File: src/design/frac_ram_pkg.sv
//--------------------
// Shared types and widths of the fracturable 32 Kbit RAM
// Mode encodings 10, 14 and 15 are illegal and never stored
//--------------------

package frac_ram_pkg;

    // Native address, bank word and bank index widths
    localparam int ADDR_W  = 15;
    localparam int WORD_W  = 32;
    localparam int INDEX_W = 10;

    // Operating modes, single-port first, encoding 10 left out
    typedef enum logic [3:0] {
        sp_512x64   = 4'd0,
        sp_1024x32  = 4'd1,
        sp_2048x16  = 4'd2,
        sp_4096x8   = 4'd3,
        sp_8192x4   = 4'd4,
        sp_16384x2  = 4'd5,
        sp_32768x1  = 4'd6,
        dp_1024x32  = 4'd7,
        dp_2048x16  = 4'd8,
        dp_4096x8   = 4'd9,
        dp_8192x4   = 4'd11,
        dp_16384x2  = 4'd12,
        dp_32768x1  = 4'd13
    } frac_ram_mode_e;

    // Log2 of the number of lanes per bank word
    typedef enum logic [2:0] {
        w32 = 3'd0,
        w16 = 3'd1,
        w8  = 3'd2,
        w4  = 3'd3,
        w2  = 3'd4,
        w1  = 3'd5
    } lane_width_e;

    localparam frac_ram_mode_e MODE_RESET = sp_1024x32;

endpackage

File: src/design/frac_ram_lane.sv
//--------------------
// Lane split and extract for one native port
// Lane 0 sits in the low bits of the bank word; reads are zero-extended
// q stays zero after reset until the first read
//--------------------
`timescale 1ns/1ps

module frac_ram_lane (
    input  logic                             clk,
    input  logic                             rst_n,
    input  logic [frac_ram_pkg::ADDR_W-1:0]  addr,
    input  logic [frac_ram_pkg::WORD_W-1:0]  data,
    input  logic                             we,
    input  logic                             rd,
    input  frac_ram_pkg::lane_width_e        width,
    input  logic [frac_ram_pkg::WORD_W-1:0]  rd_word,
    output logic [frac_ram_pkg::INDEX_W-1:0] index,
    output logic [frac_ram_pkg::WORD_W-1:0]  wr_mask,
    output logic [frac_ram_pkg::WORD_W-1:0]  wr_word,
    output logic [frac_ram_pkg::WORD_W-1:0]  q
);
    import frac_ram_pkg::*;

    logic [4:0]  lane;
    logic [4:0]  lane_q;
    lane_width_e width_q;
    logic        rd_seen;

    // Ones over one lane of the given width
    function automatic logic [WORD_W-1:0] field_mask(lane_width_e w);
        return {WORD_W{1'b1}} >> (WORD_W - (WORD_W >> w));
    endfunction

    // Bit offset of a lane inside the word
    function automatic logic [4:0] lane_shift(lane_width_e w, logic [4:0] n);
        return n << (3'd5 - 3'(w));
    endfunction

    //--------------------
    // Write side
    assign lane    = addr[4:0] & 5'((6'd1 << width) - 6'd1);
    assign index   = INDEX_W'(addr >> width);
    assign wr_mask = field_mask(width) << lane_shift(width, lane);

    // Replicated data lets the mask alone pick the lane
    always_comb begin
        case (width)
            w16:     wr_word = {2{data[15:0]}};
            w8:      wr_word = {4{data[7:0]}};
            w4:      wr_word = {8{data[3:0]}};
            w2:      wr_word = {16{data[1:0]}};
            w1:      wr_word = {32{data[0]}};
            default: wr_word = data;
        endcase
    end

    //--------------------
    // Read side, select delayed to match the bank register
    always_ff @(posedge clk) begin
        if (!rst_n) begin
            lane_q  <= '0;
            width_q <= w32;
            rd_seen <= 1'b0;
        end else if (rd && !we) begin
            lane_q  <= lane;
            width_q <= width;
            rd_seen <= 1'b1;
        end
    end

    assign q = rd_seen ? (rd_word >> lane_shift(width_q, lane_q)) & field_mask(width_q)
                       : '0;

endmodule

File: config.mk
export PLATFORM = sky130hd
export DESIGN_NAME = frac_ram_lane
export DESIGN_NICKNAME = d
export VERILOG_FILES = /design/src/design/frac_ram_pkg.sv /design/src/design/frac_ram_lane.sv
export SDC_FILE = /design/constraint.sdc
export NUM_CORES = 1
export LEC_CHECK = 0
export BUFFER_PORTS_ARGS = -buffer_cell sky130_fd_sc_hd__buf_2
export CORE_MARGIN = 4
export CORE_UTILIZATION = 55
export CTS_BUF_LIST = sky130_fd_sc_hd__clkbuf_2 sky130_fd_sc_hd__clkbuf_4 sky130_fd_sc_hd__clkbuf_8
export DETAILED_ROUTE_END_ITERATION = 10
export PLACE_DENSITY = 0.86
export SETUP_SLACK_MARGIN = 0.05
export SLEW_MARGIN = 20
export SYNTH_ARGS = -nofsm -noshare
export SYNTH_HDL_FRONTEND = slang
export SYNTH_SLANG_ARGS = --single-unit
File: constraint.sdc
create_clock -name clk -period 7.3 [get_ports clk]
set_input_delay 0.73 -clock clk [delete_from_list [all_inputs] [get_ports clk]]
set_output_delay 0.73 -clock clk [all_outputs]
set_load 0.02 [all_outputs]
==> impl_metrics.py <==
metrics = {
    "outcome": {
        "outcome": "completed",
    },
    "drt": {
        "tritonroute_pass_1_iters": 6,
        "drt-initial-drc-count": 874,
        "drt_drc_violations_left": 0,
        "post_drt_via_cell_ratio": 6.79,
        "drt-wirelength-per-cell_um": 19.3,
        "route.vias.total": 7696,
        "postRouteWirelength_um": 21900,
        "postRouteAntennaNets": 0,
    },
    "worst_setup_path": {
        "required_ps": 6570,
        "end_kind": "output pin",
        "critical_path.startpoint_type": "input pin",
        "worst-path-max-fanout": 32,
        "critical_path.reg2reg.startpoint": "width_q[0]",
        "worst-r2r-setup-slack_ps": 6150,
        "regToRegEndpoint": "width_q[0]",
        "worstSetupPathType": "input pin to output pin",
        "cp_data_arrival_time_ps": 4760,
        "worst_r2r_path_depth": 2,
    },
    "synth": {
        "syn_inst": 876,
        "post-synth-top-area-cell": "sky130_fd_sc_hd__mux2i_1",
        "synthFlopType": "sky130_fd_sc_hd__dfxtp_1",
        "syn_avg_cell_area_um2": 6.56,
        "post-synth-top-area-fraction_pct": 14.6,
        "main_combinational_cell_family_by_area_after_synthesis": "compound AO/OA/AOI/OAI gates",
        "synth_edf_count": 0,
        "synthAdderAreaFrac_pct": 1.96,
        "synth-compound-area-share_pct": 37.5,
        "synth_cell_type_count": 84,
        "ffs_w_async_s_r_synth_pct": 0,
        "syn_area_um2": 5740,
        "synth-xor-area-share_pct": 0.610,
        "mux_contribution_to_synthesized_area_pct": 20.7,
        "yosys_register_bits": 9,
        "synth_simple_gate_area_share_pct": 28.2,
        "number_of_nets_in_the_synthesized_netlist": 971,
        "portion_of_the_post_synthesis_area_used_by_sequential_elements_pct": 3.14,
        "ys.warnings.count": 0,
        "netlist_top_cells_area": "sky130_fd_sc_hd__mux2i_1, sky130_fd_sc_hd__nand2_1, sky130_fd_sc_hd__a21oi_1, sky130_fd_sc_hd__nor2_1, sky130_fd_sc_hd__o21ai_0",
    },
    "layout": {
        "fillers": 959,
        "n_antenna_cell": 0,
        "regArea_um2": 180,
        "final-instance-count-excl-fill": 1134,
        "nNetsFinal": 1094,
        "multi_input_area_um2": 5120,
        "share_of_final_layout_standard_cells_stronger_than_drive_strength_1_pct": 25.8,
        "area_growth_pct": 15.5,
    },
    "timing": {
        "fin_crit_sh_pct": 75.3,
        "slew_headroom_pct": 34.8,
        "final_max_slew_viol_count": 0,
        "worst_slack_ps": 1810,
        "clock-skew-final_ps": 0,
        "setup_viol_count_final": 0,
        "timing_hold_violations_final": 0,
        "fin_crit_ps": 5490,
        "setup_tns_ps": 0,
        "max_clock_freq_ghz": 0.182,
        "rsz_0062_raised_after_global_routing": "no",
        "tightest_slew_ps": 978,
        "holdWs_ps": 472,
    },
    "placement": {
        "detailedPlace.worstSlack_ps": 1930,
        "detailedPlacementHpwl_um": 17000,
        "place.gp.congestion": 1.02,
        "placement.io_buffers": 191,
        "dp.cells": 1130,
    },
    "floorplanning": {
        "top_level_ports": 192,
        "fp-row-count": 37,
        "start_util_pct": 56.1,
        "dieWidth_um": 110,
        "chipHeight_um": 110,
        "core_area_um2": 10200,
        "design.die.area_um2": 12100,
    },
    "grt": {
        "wire_length_of_the_first_global_routing_pass_um": 34100,
        "globalRoute.totalOverflow": 0,
        "antenna_found_initial": 0,
        "grt_start_max_net_pins": 42,
        "gr-usage-all-layers_pct": 34.4,
        "via_count_of_the_first_global_routing_pass": 6842,
    },
    "clock_network": {
        "cts_max_path_buffers": 2,
        "clock_sink_count": 9,
        "postCtsSetupBuffers": 0,
        "cts_stage_hold_buffer_count": 0,
        "cts_max_level": 1,
        "worstSkewPairLatency_ps": 230,
        "tritoncts": "built",
        "clockRootBuffer": "sky130_fd_sc_hd__clkbuf_8",
        "clkTransAtPathRegs_ps": 50,
        "cts-resized-gates": 0,
        "cts-buffers-inserted": 3,
    },
    "worst_hold_path": {
        "worst_hold_path.endpoint": "lane_q[4]",
        "hold_path_depth": 2,
        "holdCritStartpoint": "lane_q[4]",
        "hold_path.class": "flip-flop to flip-flop",
    },
    "power_and_ir_drop": {
        "power_total_uw": 681,
        "vdd_ir_drop_max_v": 0.0000731,
        "power_density_nw_per_um2": 103,
        "total_leakage_power_nw": 3.15,
    },
    "flow_run": {
        "cap_violations": 0,
    },
}
==> placed cells by master, fill, tap and decap left out, types with 8 or more instances in the layout <==
cell                       count
sky130_fd_sc_hd__buf_2       191
sky130_fd_sc_hd__nand2_1     110
sky130_fd_sc_hd__mux2i_1      84
sky130_fd_sc_hd__nor2_1       84
sky130_fd_sc_hd__a21oi_1      68
sky130_fd_sc_hd__o21ai_0      48
sky130_fd_sc_hd__nand3_1      22
sky130_fd_sc_hd__mux2_2       21
sky130_fd_sc_hd__nor3_1       18
sky130_fd_sc_hd__a21o_1       18
sky130_fd_sc_hd__nand2b_1     17
sky130_fd_sc_hd__o22ai_1      17
sky130_fd_sc_hd__o211ai_1     16
sky130_fd_sc_hd__buf_4        15
sky130_fd_sc_hd__a221o_1      14
sky130_fd_sc_hd__a31oi_1      13
sky130_fd_sc_hd__and2_1       13
sky130_fd_sc_hd__nor2b_1      12
sky130_fd_sc_hd__a211oi_1     12
sky130_fd_sc_hd__inv_1        11
sky130_fd_sc_hd__a21boi_0     10
sky130_fd_sc_hd__a221oi_1      9
sky130_fd_sc_hd__ha_1          9
sky130_fd_sc_hd__dfxtp_1       9
sky130_fd_sc_hd__or3_1         8
==> synth_stat cells, drive strengths merged, types with 10 or more instances <==
library cell	instances
a211oi	12
a31oi	13
buf	43
mux2i	84
a21oi	68
o22ai	18
and2	14
nand2	111
o211ai	16
mux2	25
nor2	85
a21boi	10
inv	11
o21ai	52
clkbuf	45
a221o	14
nand3	22
nor3	18
nor2b	12
nand2b	17
a21o	18
==> final cells by class <==
cell class                 instances  share of cell area, %
sequential                         9                   2.72
timing repair buffer             206                   16.1
inverter                          12                  0.679
clock buffer                       3                  0.622
multi-input combinational        767                   77.2
tap                              136                   2.56
clock inverter                     1                 0.0754
==> per-stage QoR <==
step	utilization, %	cell area (um^2)
2_1_floorplan	-	5740
3_3_place_gp	64.4	6580
3_5_place_dp	64.4	6580
4_1_cts	64.8	6630
5_1_grt	64.9	6640
6_report	64.9	6640
==> per-layer routing <==
layer	part of all wire, %	up-vias	global-route usage [%]
li1	-	3578	-
met3	9.1	78	3.84
met1	39	3521	43.4
met4	4.9	0	17.0
met2	47	519	57.9
met5	0	-	0
==> state kept, by name, summed over array words and instances, names as in the netlist <==
name / cells
lane_q: 5
width_q: 3
rd_seen: 1
==> worst max-delay path by stage <==
stage,start,end,slack (ps),cells after the start
after floorplan,width[0],wr_mask[24],2910,12
after global placement,width[1],wr_mask[24],2000,12
after detailed placement,width[1],wr_mask[24],1930,12
after CTS,width[1],wr_mask[24],1910,12
after global routing,width[1],wr_mask[24],1480,12
final,width[1],wr_mask[24],1810,12
==> cells by family (layout without fill, tap and decap cells) <==
family / Yosys count / after routing
buffers and inverters: 100 / 222
and+or+nand+nor: 332 / 332
muxes: 112 / 112
AOI/OAI and AO/OA: 310 / 310
adders and majority gates: 9 / 9
xor gates and xnor gates: 4 / 4
DFF: 9 / 9
==> power breakdown <==
part	internal [mW]	switching [mW]	total (mW)	leakage (nW)
sequential	0.0514	0.00418	0.0556	0.0735
clock	0.0375	0.0229	0.0603	0.0255
combinational	0.197	0.367	0.565	3.05
==> worst max-delay path, stage by stage <==
cell	delay, ps
sky130_fd_sc_hd__buf_2	520
sky130_fd_sc_hd__inv_1	330
sky130_fd_sc_hd__nor2_1	780
sky130_fd_sc_hd__nand2_1	140
sky130_fd_sc_hd__ha_1	480
sky130_fd_sc_hd__or4b_1	580
sky130_fd_sc_hd__nor3_1	340
sky130_fd_sc_hd__nor3_1	90
sky130_fd_sc_hd__a211oi_1	240
sky130_fd_sc_hd__a311oi_1	110
sky130_fd_sc_hd__o221ai_1	220
sky130_fd_sc_hd__buf_2	200
Note: power is estimated with default switching activity, not from simulation.
