## src/design/frac_ram_pkg.sv

```systemverilog
//--------------------
// Shared types and widths of the fracturable 32 Kbit RAM
// Mode encodings 10, 14 and 15 are illegal and never stored
//--------------------

package frac_ram_pkg;

    // Native address, bank word and bank index widths
    localparam int ADDR_W  = 15;
    localparam int WORD_W  = 32;
    localparam int INDEX_W = 10;

    // Operating modes, single-port first, encoding 10 left out
    typedef enum logic [3:0] {
        sp_512x64   = 4'd0,
        sp_1024x32  = 4'd1,
        sp_2048x16  = 4'd2,
        sp_4096x8   = 4'd3,
        sp_8192x4   = 4'd4,
        sp_16384x2  = 4'd5,
        sp_32768x1  = 4'd6,
        dp_1024x32  = 4'd7,
        dp_2048x16  = 4'd8,
        dp_4096x8   = 4'd9,
        dp_8192x4   = 4'd11,
        dp_16384x2  = 4'd12,
        dp_32768x1  = 4'd13
    } frac_ram_mode_e;

    // Log2 of the number of lanes per bank word
    typedef enum logic [2:0] {
        w32 = 3'd0,
        w16 = 3'd1,
        w8  = 3'd2,
        w4  = 3'd3,
        w2  = 3'd4,
        w1  = 3'd5
    } lane_width_e;

    localparam frac_ram_mode_e MODE_RESET = sp_1024x32;

endpackage

```

## src/design/frac_ram_ctrl.sv

```systemverilog
//--------------------
// AXI4-Lite mode register and bank routing
// MODE at 0x0 (bits 3:0), ID at 0x4; writes to ID or other addresses get SLVERR
// A new mode reaches the native ports one cycle after bvalid rises
//--------------------
`timescale 1ns/1ps

module frac_ram_ctrl #(
    parameter int AXI_ADDR_W = 4
) (
    input  logic                            clk,
    input  logic                            rst_n,
    input  logic [AXI_ADDR_W-1:0]           awaddr,
    input  logic                            awvalid,
    output logic                            awready,
    input  logic [31:0]                     wdata,
    input  logic [3:0]                      wstrb,
    input  logic                            wvalid,
    output logic                            wready,
    output logic [1:0]                      bresp,
    output logic                            bvalid,
    input  logic                            bready,
    input  logic [AXI_ADDR_W-1:0]           araddr,
    input  logic                            arvalid,
    output logic                            arready,
    output logic [31:0]                     rdata,
    output logic [1:0]                      rresp,
    output logic                            rvalid,
    input  logic                            rready,
    input  logic [frac_ram_pkg::ADDR_W-1:0] addr_a,
    input  logic [frac_ram_pkg::WORD_W-1:0] data_b,
    input  logic                            we_a,
    input  logic [frac_ram_pkg::ADDR_W-1:0] addr_b,
    input  logic                            we_b,
    output frac_ram_pkg::lane_width_e       width,
    output logic                            bank_a_we,
    output logic                            bank_b_we,
    output logic                            bank_b_rd,
    output logic [frac_ram_pkg::ADDR_W-1:0] bank_b_addr,
    output logic [frac_ram_pkg::WORD_W-1:0] bank_b_data
);
    import frac_ram_pkg::*;

    localparam logic [1:0]            RESP_OKAY   = 2'b00;
    localparam logic [1:0]            RESP_SLVERR = 2'b10;
    localparam logic [31:0]           ID_VALUE    = 32'h0000_F32C;
    localparam logic [AXI_ADDR_W-1:0] REG_MODE    = AXI_ADDR_W'(0);
    localparam logic [AXI_ADDR_W-1:0] REG_ID      = AXI_ADDR_W'(4);

    typedef enum logic [1:0] {idle, got_addr, got_data, resp} wr_state_e;

    wr_state_e             state;
    wr_state_e             state_next;
    frac_ram_mode_e        mode;
    frac_ram_mode_e        mode_new;
    logic                  mode_upd;
    logic                  aw_hs;
    logic                  w_hs;
    logic                  ar_hs;
    logic                  commit;
    logic [AXI_ADDR_W-1:0] aw_addr_q;
    logic [3:0]            w_data_q;
    logic                  w_strb_q;
    logic [AXI_ADDR_W-1:0] addr_use;
    logic [3:0]            data_use;
    logic                  strb_use;
    logic [1:0]            wr_resp;
    logic                  wr_mode;

    function automatic logic mode_legal(logic [3:0] code);
        return (code <= 4'd9) || (code >= 4'd11 && code <= 4'd13);
    endfunction

    //--------------------
    // Write channel FSM
    assign aw_hs  = awvalid && awready;
    assign w_hs   = wvalid && wready;
    assign bvalid = (state == resp);
    assign commit = (state == idle && aw_hs && w_hs) || (state == got_addr && w_hs)
                    || (state == got_data && aw_hs);

    // Either half may have been parked in a holding register
    assign addr_use = (state == got_addr) ? aw_addr_q : awaddr;
    assign data_use = (state == got_data) ? w_data_q : wdata[3:0];
    assign strb_use = (state == got_data) ? w_strb_q : wstrb[0];

    always_comb begin
        state_next = state;
        case (state)
            idle: begin
                if (aw_hs && w_hs) begin
                    state_next = resp;
                end else if (aw_hs) begin
                    state_next = got_addr;
                end else if (w_hs) begin
                    state_next = got_data;
                end
            end
            got_addr: if (w_hs) state_next = resp;
            got_data: if (aw_hs) state_next = resp;
            default:  if (bready) state_next = idle;
        endcase
    end

    always_comb begin
        wr_resp = RESP_OKAY;
        wr_mode = 1'b0;
        if (addr_use != REG_MODE) begin
            wr_resp = RESP_SLVERR;
        end else if (strb_use) begin
            if (mode_legal(data_use)) begin
                wr_mode = 1'b1;
            end else begin
                wr_resp = RESP_SLVERR;
            end
        end
    end

    always_ff @(posedge clk) begin
        if (!rst_n) begin
            state    <= idle;
            awready  <= 1'b0;
            wready   <= 1'b0;
            mode_upd <= 1'b0;
            mode     <= MODE_RESET;
        end else begin
            state    <= state_next;
            awready  <= (state_next == idle) || (state_next == got_data);
            wready   <= (state_next == idle) || (state_next == got_addr);
            mode_upd <= commit && wr_mode;
            if (mode_upd) begin
                mode <= mode_new;
            end
        end
    end

    always_ff @(posedge clk) begin
        if (aw_hs) begin
            aw_addr_q <= awaddr;
        end
        if (w_hs) begin
            w_data_q <= wdata[3:0];
            w_strb_q <= wstrb[0];
        end
        if (commit) begin
            bresp    <= wr_resp;
            mode_new <= frac_ram_mode_e'(data_use);
        end
    end

    //--------------------
    // Read channel, one outstanding read
    assign ar_hs = arvalid && arready;

    always_ff @(posedge clk) begin
        if (!rst_n) begin
            arready <= 1'b0;
            rvalid  <= 1'b0;
        end else if (ar_hs) begin
            arready <= 1'b0;
            rvalid  <= 1'b1;
        end else if (rvalid && rready) begin
            arready <= 1'b1;
            rvalid  <= 1'b0;
        end else if (!rvalid) begin
            arready <= 1'b1;
        end
    end

    always_ff @(posedge clk) begin
        if (ar_hs) begin
            rresp <= RESP_OKAY;
            if (araddr == REG_MODE) begin
                rdata <= {28'd0, mode};
            end else if (araddr == REG_ID) begin
                rdata <= ID_VALUE;
            end else begin
                rdata <= '0;
                rresp <= RESP_SLVERR;
            end
        end
    end

    //--------------------
    // Mode decode and bank b routing
    assign bank_a_we = we_a;

    always_comb begin
        case (mode)
            sp_2048x16, dp_2048x16: width = w16;
            sp_4096x8, dp_4096x8:   width = w8;
            sp_8192x4, dp_8192x4:   width = w4;
            sp_16384x2, dp_16384x2: width = w2;
            sp_32768x1, dp_32768x1: width = w1;
            default:                width = w32;
        endcase
    end

    always_comb begin
        // Single-port modes other than 512x64 leave bank b idle so q_b holds
        bank_b_we   = 1'b0;
        bank_b_rd   = 1'b0;
        bank_b_addr = '0;
        bank_b_data = '0;
        if (mode == sp_512x64) begin
            bank_b_we   = we_a;
            bank_b_rd   = 1'b1;
            bank_b_addr = addr_a;
            bank_b_data = data_b;
        end else if (mode >= dp_1024x32) begin
            bank_b_we   = we_b;
            bank_b_rd   = 1'b1;
            bank_b_addr = addr_b;
            bank_b_data = data_b;
        end
    end

endmodule

```

## config.mk

```make
export PLATFORM = sky130hd
export DESIGN_NAME = frac_ram_ctrl
export DESIGN_NICKNAME = d
export VERILOG_FILES = /design/src/design/frac_ram_pkg.sv /design/src/design/frac_ram_ctrl.sv
export SDC_FILE = /design/constraint.sdc
export NUM_CORES = 1
export LEC_CHECK = 0
export BUFFER_PORTS_ARGS = -buffer_cell sky130_fd_sc_hd__buf_2
export CORE_MARGIN = 2
export CORE_UTILIZATION = 37
export DETAILED_ROUTE_END_ITERATION = 10
export PLACE_DENSITY = 0.81
export SYNTH_ARGS = -nofsm -noshare
export SYNTH_HDL_FRONTEND = slang
export SYNTH_SLANG_ARGS = --single-unit
```

## constraint.sdc

```tcl
create_clock -name clk -period 2.3 [get_ports clk]
set_clock_uncertainty 0.2 [all_clocks]
set_input_delay 0.345 -clock clk [delete_from_list [all_inputs] [get_ports clk]]
set_output_delay 0.345 -clock clk [all_outputs]
set_load 0.02 [all_outputs]
```

==> flow_summary_export.csv, run 1 <==
group,metric,value,unit
status,outcome,"finished with violations",
status,failed_checks,"setup timing",
worst_setup_path,cp-end-kind,"output pin",
global_route,grt_pass1_vias,1881,
sta,min_period,2.33,ns
routing,ant_nets,0,
synth,synth_top_area_share,0.274,
place,portBuffers,154,
synth,yosysTopAreaCell,"edfxtp_1",
floorplanning,start_util,0.377,
flow_run,max-cap-violations,0,
pwr,power_leakage,0.00166,uW
worst_setup_path,cp-start-kind,"flip-flop",
final_layout,layout-drive-gt1-share,0.576,
sta,timing.final.crit_share,1.01,
worst_setup_path,cp_max_fo,8,
worst_setup_path,r2r_slack,0.35,ns
final_layout,diodes,0,
floorplanning,rows,28,
clock_network,ctsHoldBuffers,0,
final_layout,final_nets,519,
synth,synthCells,237,
floorplanning,die_area,6560,um2
routing,dr_wl_met2,3410,um
synth,synth.avg_cell_area,9.26,um2
pwr,powerDensity,400,nW/um2
global_route,grt_max_degree,27,
sta,hold_viol_final,0,
global_route,gr-total-overflow,0,
clock_network,h-tree-depth,2,
sta,worstMarginPinSlew,0.544,ns
synth,synthTopCellsByCount,"36 x nor2b_1, 31 x buf_4, 29 x nand2_1",
routing,wl_met1,2190,um
floorplanning,die_x,81.0,um
floorplanning,io_pins,209,
sta,setup_ws,-0.0333,ns
sta,relSlewSlack,0.636,
global_route,antenna_found_initial,0,
final_layout,finalInstanceArea,3420,um2
synth,synth_area,2190,um2
clock_network,cts_root_buf,"clkbuf_8",
synth,ys_types,39,
place,dpl_cell_area,2940,um2
synth,ys_seq_area_frac,0.401,
synth,synth-main-ff-cell,"edfxtp_1",
routing,viasPerCell,4.49,
synth,synth_area_leaders,"edfxtp_1 27%, dfxtp_1 13%, buf_4 11%, nor2b_1 10%, nand2_1 5.0%",
routing,drtIter0Drc,30,
floorplanning,core-area,5820,um2
place,place_congestion,0.799,
routing,num_vias,2138,
routing,dr_wl_met3,446,um
clock_network,cts_sinks,34,
synth,ys_ff_latch,34,
synth,synth_warnings,0,
synth,ys_async_sr_fraction,0,
synth,synth_edf_count,20,
sta,fmax,0.429,GHz
clock_network,cts_tree,"yes",
worst_setup_path,cp_data_arrival_time,1.79,ns
sta,fin_setup_tns,-0.203,ns
routing,wl_per_cell,13.0,um
final_layout,syn_to_final_growth,55.8,%
global_route,track_usage,0.173,
routing,drc,0,
sta,drv_slew,0,
routing,drt-total-wl,6190,um
floorplanning,die_y,81.0,um
global_route,grt_pass1_wl,8580,um
clock_network,cts_inserted_buffers,5,
worst_setup_path,worstPathRequired,1.75,ns
clock_network,cts.path.max_buffers,2,
worst_hold_path,min_path_type,"input pin to flip-flop",
sta,rsz0062_at_grt,"yes",
synth,yosysMostFrequentCell,"nor2b_1",
routing,firstDrtPassIters,4,
clock_network,clk_pin_slew,0.07,ns
worst_setup_path,worst-setup-path-type,"flip-flop to output pin",
place,dpl.hpwl,4630,um
routing,top_layer_used,"met4",
clock_network,insertion_delay,0.29,ns
sta,setup_violations,15,
pwr,vdd_drop_max,0.000410,V
-- critical path: stages, from the launching register on --
cell and delay (ns):
dfxtp_2 0.33, buf_6 0.12, or4_4 0.59, buf_12 0.19, nand2_4 0.07, a21oi_2 0.05, buf_4 0.15
-- cell usage in the layout, fill, tap and decap left out, drive strengths merged, types with 2 or more instances in the layout --
cell    netlist  layout
buf          38     175
nand2        39      39
nor2b        36      36
conb          1      23
edfxtp       20      20
a21oi        17      17
dfxtp        14      14
nor2         11      11
nand2b        6       6
clkbuf        4       6
inv           6       6
mux2          6       6
mux2i         5       5
nor3          4       5
ha            4       4
and3          3       3
and2          3       3
o21a          3       3
nor3b         3       3
nor4          3       3
a21boi        2       2
-- stage by stage --
stage | util | setup WS [ns] | hold slack, ns | instances | power, uW
global route | 0.588 | -0.0792 | 0.0343 | 476 | 1430
finish | 0.588 | -0.0333 | 0.0498 | 476 | 1370
detailed placement | 0.505 | -0.0574 | 0.314 | 455 | 908
floorplan | - | 0.432 | 0.244 | 259 | 845
CTS | 0.571 | -0.0918 | 0.0388 | 472 | 1380
global placement | 0.505 | 0.00938 | 0.300 | 455 | 901
-- flip-flops by register name, summed over array words and instances (netlist names) --
signal and count:
mode_upd 1, w_data_q 4, wready 1, awready 1, state 2, aw_addr_q 4
rresp 1, rvalid 1, mode 4, mode_new 4, bresp 1, rdata 5
width 3, w_strb_q 1, arready 1
-- layer usage --
metal / vias up / global-route usage
li1: 1065 / -
met1: 980 / 0.174
met2: 82 / 0.335
met3: 11 / 0.0389
met4: 0 / 0.0763
met5: - / 0
-- final cells by class --
type / count / area (um2)
fill: 497 / 2400
sequential: 34 / 893
inverter: 6 / 22.5
clock inverter: 2 / 12.5
clock buffer: 6 / 82.6
tap: 75 / 93.8
multi-input combinational: 178 / 1250
timing repair buffer: 175 / 1070
-- cells by family after synthesis --
family | count (synthesis) | share of synthesized area
AND/OR/NAND/NOR | 110 | 0.277
flip-flops | 34 | 0.401
buffers and inverters | 48 | 0.142
other | 1 | 0.00171
adder cells (fa/ha/maj) | 4 | 0.0228
multiplexers | 11 | 0.0536
AO/OA/AOI/OAI | 29 | 0.101
-- final timing paths --
path / startpoint / endpoint / depth (start not counted)
min: awaddr[0] / aw_addr_q[0] / 1
max: mode[2] / bank_b_addr[5] / 6
max reg2reg: mode[1] / width[2] / 8
min reg2reg: arready / arready / 1
-- power breakdown --
group          leakage [uW]  switching [uW]  total [uW]  internal [uW]
registers          0.000303            11.2         679            668
clock network     0.0000472             217         457            240
logic               0.00131             129         233            104
-- repair_timing --
item                       in CTS  in global routing
pin swaps                      26                  9
buffers inserted                7                  4
setup endpoints to repair      49                 44
gates resized for setup        57                 17
cloned                          2                  0
No activity file was read; power rests on OpenSTA's default activity.
==> run 2: changes to the inputs <==
--- a/config.mk
+++ b/config.mk
@@ -5,9 +5,10 @@
 export SDC_FILE = /design/constraint.sdc
 export NUM_CORES = 1
 export LEC_CHECK = 0
+export ABC_AREA = 1
 export BUFFER_PORTS_ARGS = -buffer_cell sky130_fd_sc_hd__buf_2
 export CORE_MARGIN = 2
-export CORE_UTILIZATION = 37
+export CORE_UTILIZATION = 39
 export DETAILED_ROUTE_END_ITERATION = 10
 export PLACE_DENSITY = 0.81
 export SYNTH_ARGS = -nofsm -noshare
==> flow_summary_export.csv, run 2 <==
group,metric,value,unit
status,outcome,"finished, final reports clean",
routing,ant_nets,0,
worst_setup_path,crit_path_top_delay_cell,"dfxtp_1",
synth,ys_seq_area_frac,0.354,
floorplanning,start_util,0.399,
floorplanning,die_x,83.9,um
synth,synthTopCellsByCount,"63 x nand2_1, 41 x inv_1, 31 x buf_4",
synth,ys_ff_latch,34,
synth,synth_top_area_share,0.241,
final_layout,mostFrequentLayoutCell,"buf_2",
worst_setup_path,worstPathRequired,1.75,ns
clock_network,ctsResizeCount,0,
routing,viasPerCell,4.44,
final_layout,instances_no_fill,531,
place,place_ws,0.392,ns
global_route,grt_max_degree,50,
synth,synth.avg_cell_area,8.02,um2
final_layout,syn_to_final_growth,30.5,%
flow_run,max-cap-violations,0,
synth,ys_async_sr_fraction,0,
clock_network,cts_inserted_buffers,5,
floorplanning,die_y,83.9,um
clock_network,cts_setup_buffers,0,
final_layout,finalInstanceArea,3250,um2
floorplanning,rows,29,
clock_network,cts.path.max_buffers,2,
final_layout,final_nets,573,
worst_setup_path,r2r_slack,0.39,ns
worst_setup_path,cp_data_arrival_time,1.62,ns
routing,drt-total-wl,5900,um
final_layout,final_cell_mix,"154 x buf_2, 63 x nand2_1, 41 x inv_1, 29 x a21boi_2, 25 x nor2_1",
pwr,powerDensity,500,nW/um2
place,dpl.hpwl,4930,um
routing,wl_per_cell,11.1,um
clock_network,clk_pin_slew,0.07,ns
sta,hold_viol_final,0,
synth,yosysMostFrequentCell,"nand2_1",
worst_setup_path,path_buf_inv,3,
worst_setup_path,critPathMaxStageDelay,0.37,ns
worst_setup_path,path_cells,"nand3_1, nand2_2, inv_2, buf_4, a21boi_0, buf_2",
global_route,grt_pass1_vias,2169,
synth,synth_area,2490,um2
worst_setup_path,worst-setup-path-type,"flip-flop to output pin",
final_layout,diodes,0,
clock_network,insertion_delay,0.29,ns
global_route,grt_pass1_wl,9520,um
routing,drc,0,
synth,yosysTopAreaCell,"edfxtp_1",
sta,worstMarginPinSlew,0.526,ns
global_route,gr-total-overflow,0,
sta,min_period,2.16,ns
sta,fin_setup_tns,0,ns
clock_network,h-tree-depth,2,
worst_setup_path,r2r_start,"state[1]",
floorplanning,io_pins,209,
pwr,vdd_drop_max,0.000557,V
sta,relSlewSlack,0.649,
final_layout,layout-drive-gt1-share,0.471,
final_layout,top_register,"rdata",
sta,setup_ws,0.137,ns
global_route,track_usage,0.165,
global_route,antenna_found_initial,0,
synth,synth_warnings,0,
place,place_congestion,0.842,
sta,hold_ws,0.0454,ns
clock_network,cts_root_buf,"clkbuf_8",
worst_setup_path,cp-end-kind,"output pin",
routing,num_vias,2358,
sta,setup_violations,0,
sta,rsz0062_at_grt,"no",
worst_hold_path,min_path_type,"input pin to flip-flop",
worst_setup_path,cp_top_family,"buffers and inverters",
sta,timing.final.crit_share,0.940,
place,portBuffers,154,
synth,synth-main-ff-cell,"edfxtp_1",
floorplanning,core-area,6240,um2
worst_setup_path,cp-start-kind,"flip-flop",
place,dpl_cell_area,3140,um2
sta,fmax,0.462,GHz
worst_hold_path,hp-start,"awaddr[1]",
floorplanning,die_area,7030,um2
pwr,power_leakage,0.00178,uW
clock_network,ctsHoldBuffers,0,
routing,drtIter0Drc,70,
clock_network,cts_tree,"yes",
synth,synth_area_leaders,"edfxtp_1 24%, a21boi_2 13%, dfxtp_1 11%, nand2_1 9.5%, buf_4 9.4%",
sta,drv_slew,0,
clock_network,cts_sinks,34,
routing,firstDrtPassIters,4,
final_layout,largest_reg_flops,5,
synth,synth_edf_count,20,
synth,synthCells,310,
worst_setup_path,cp_max_fo,18,
worst_setup_path,critPathLaunch,"mode[1]",
place,dp.cells,524,
synth,ys_types,27,
-- run 2: cell types whose count changed after synthesis, sizes merged, moves of 13 or more --
cell | previous run | this run
inv | 6 | 49
nand2 | 39 | 68
nor2b | 36 | 0
nand3 | 0 | 19
a21oi | 17 | 4
a21boi | 2 | 32
o21ai | 0 | 22
nor2 | 11 | 28
-- run 2: logic make-up after synthesis --
logic type / share of synthesized area
AOI/OAI and AO/OA: 0.193
DFF: 0.354
adders and majority gates: 0.0201
and+or+nand+nor: 0.223
buffers and inverters: 0.209
other: 0.00151
-- run 2: worst reg2reg max path, delay by kind of cell (launching register included) --
kind                   cells  cell delay, ns
flip-flops                 1            0.65
AND/OR/NAND/NOR            3            0.55
buffers and inverters      1            0.14
-- run 2: layout make-up --
cell class	instances	area [um2]
inverters	49	184
repair buffers	158	813
fillers	586	2990
clock buffers	5	68.8
well taps	77	96.3
multi-input cells	206	1170
flip-flops and latches	34	881
clock inverters	2	33.8
-- run 2: path summary, 6_finish.rpt --
kind / cells after the start / to
setup / recovery: 6 / bank_b_data[1]
hold / removal: 1 / aw_addr_q[1]
setup reg to reg: 4 / mode_new[2]
hold reg to reg: 2 / rvalid
-- run 2: routing by layer --
metal  vias to the layer above  global-route usage  routed length, um
met5                         -                   0                  0
met4                         0              0.0528                104
met3                        12              0.0435                459
met2                        96               0.321               3170
met1                      1036               0.169               2160
li1                       1214                   -                  -
-- run 2: power by group --
part	internal [uW]	switching (uW)	total, uW
registers	673	16.0	689
logic	154	259	413
clock network	313	209	522
total	1140	484	1620
-- run 2: stage by stage --
stage	util	power, uW
finish	0.520	1620
floorplan	-	1000
CTS	0.520	1630
global route	0.520	1700
detailed placement	0.504	1120
global placement	0.504	1110
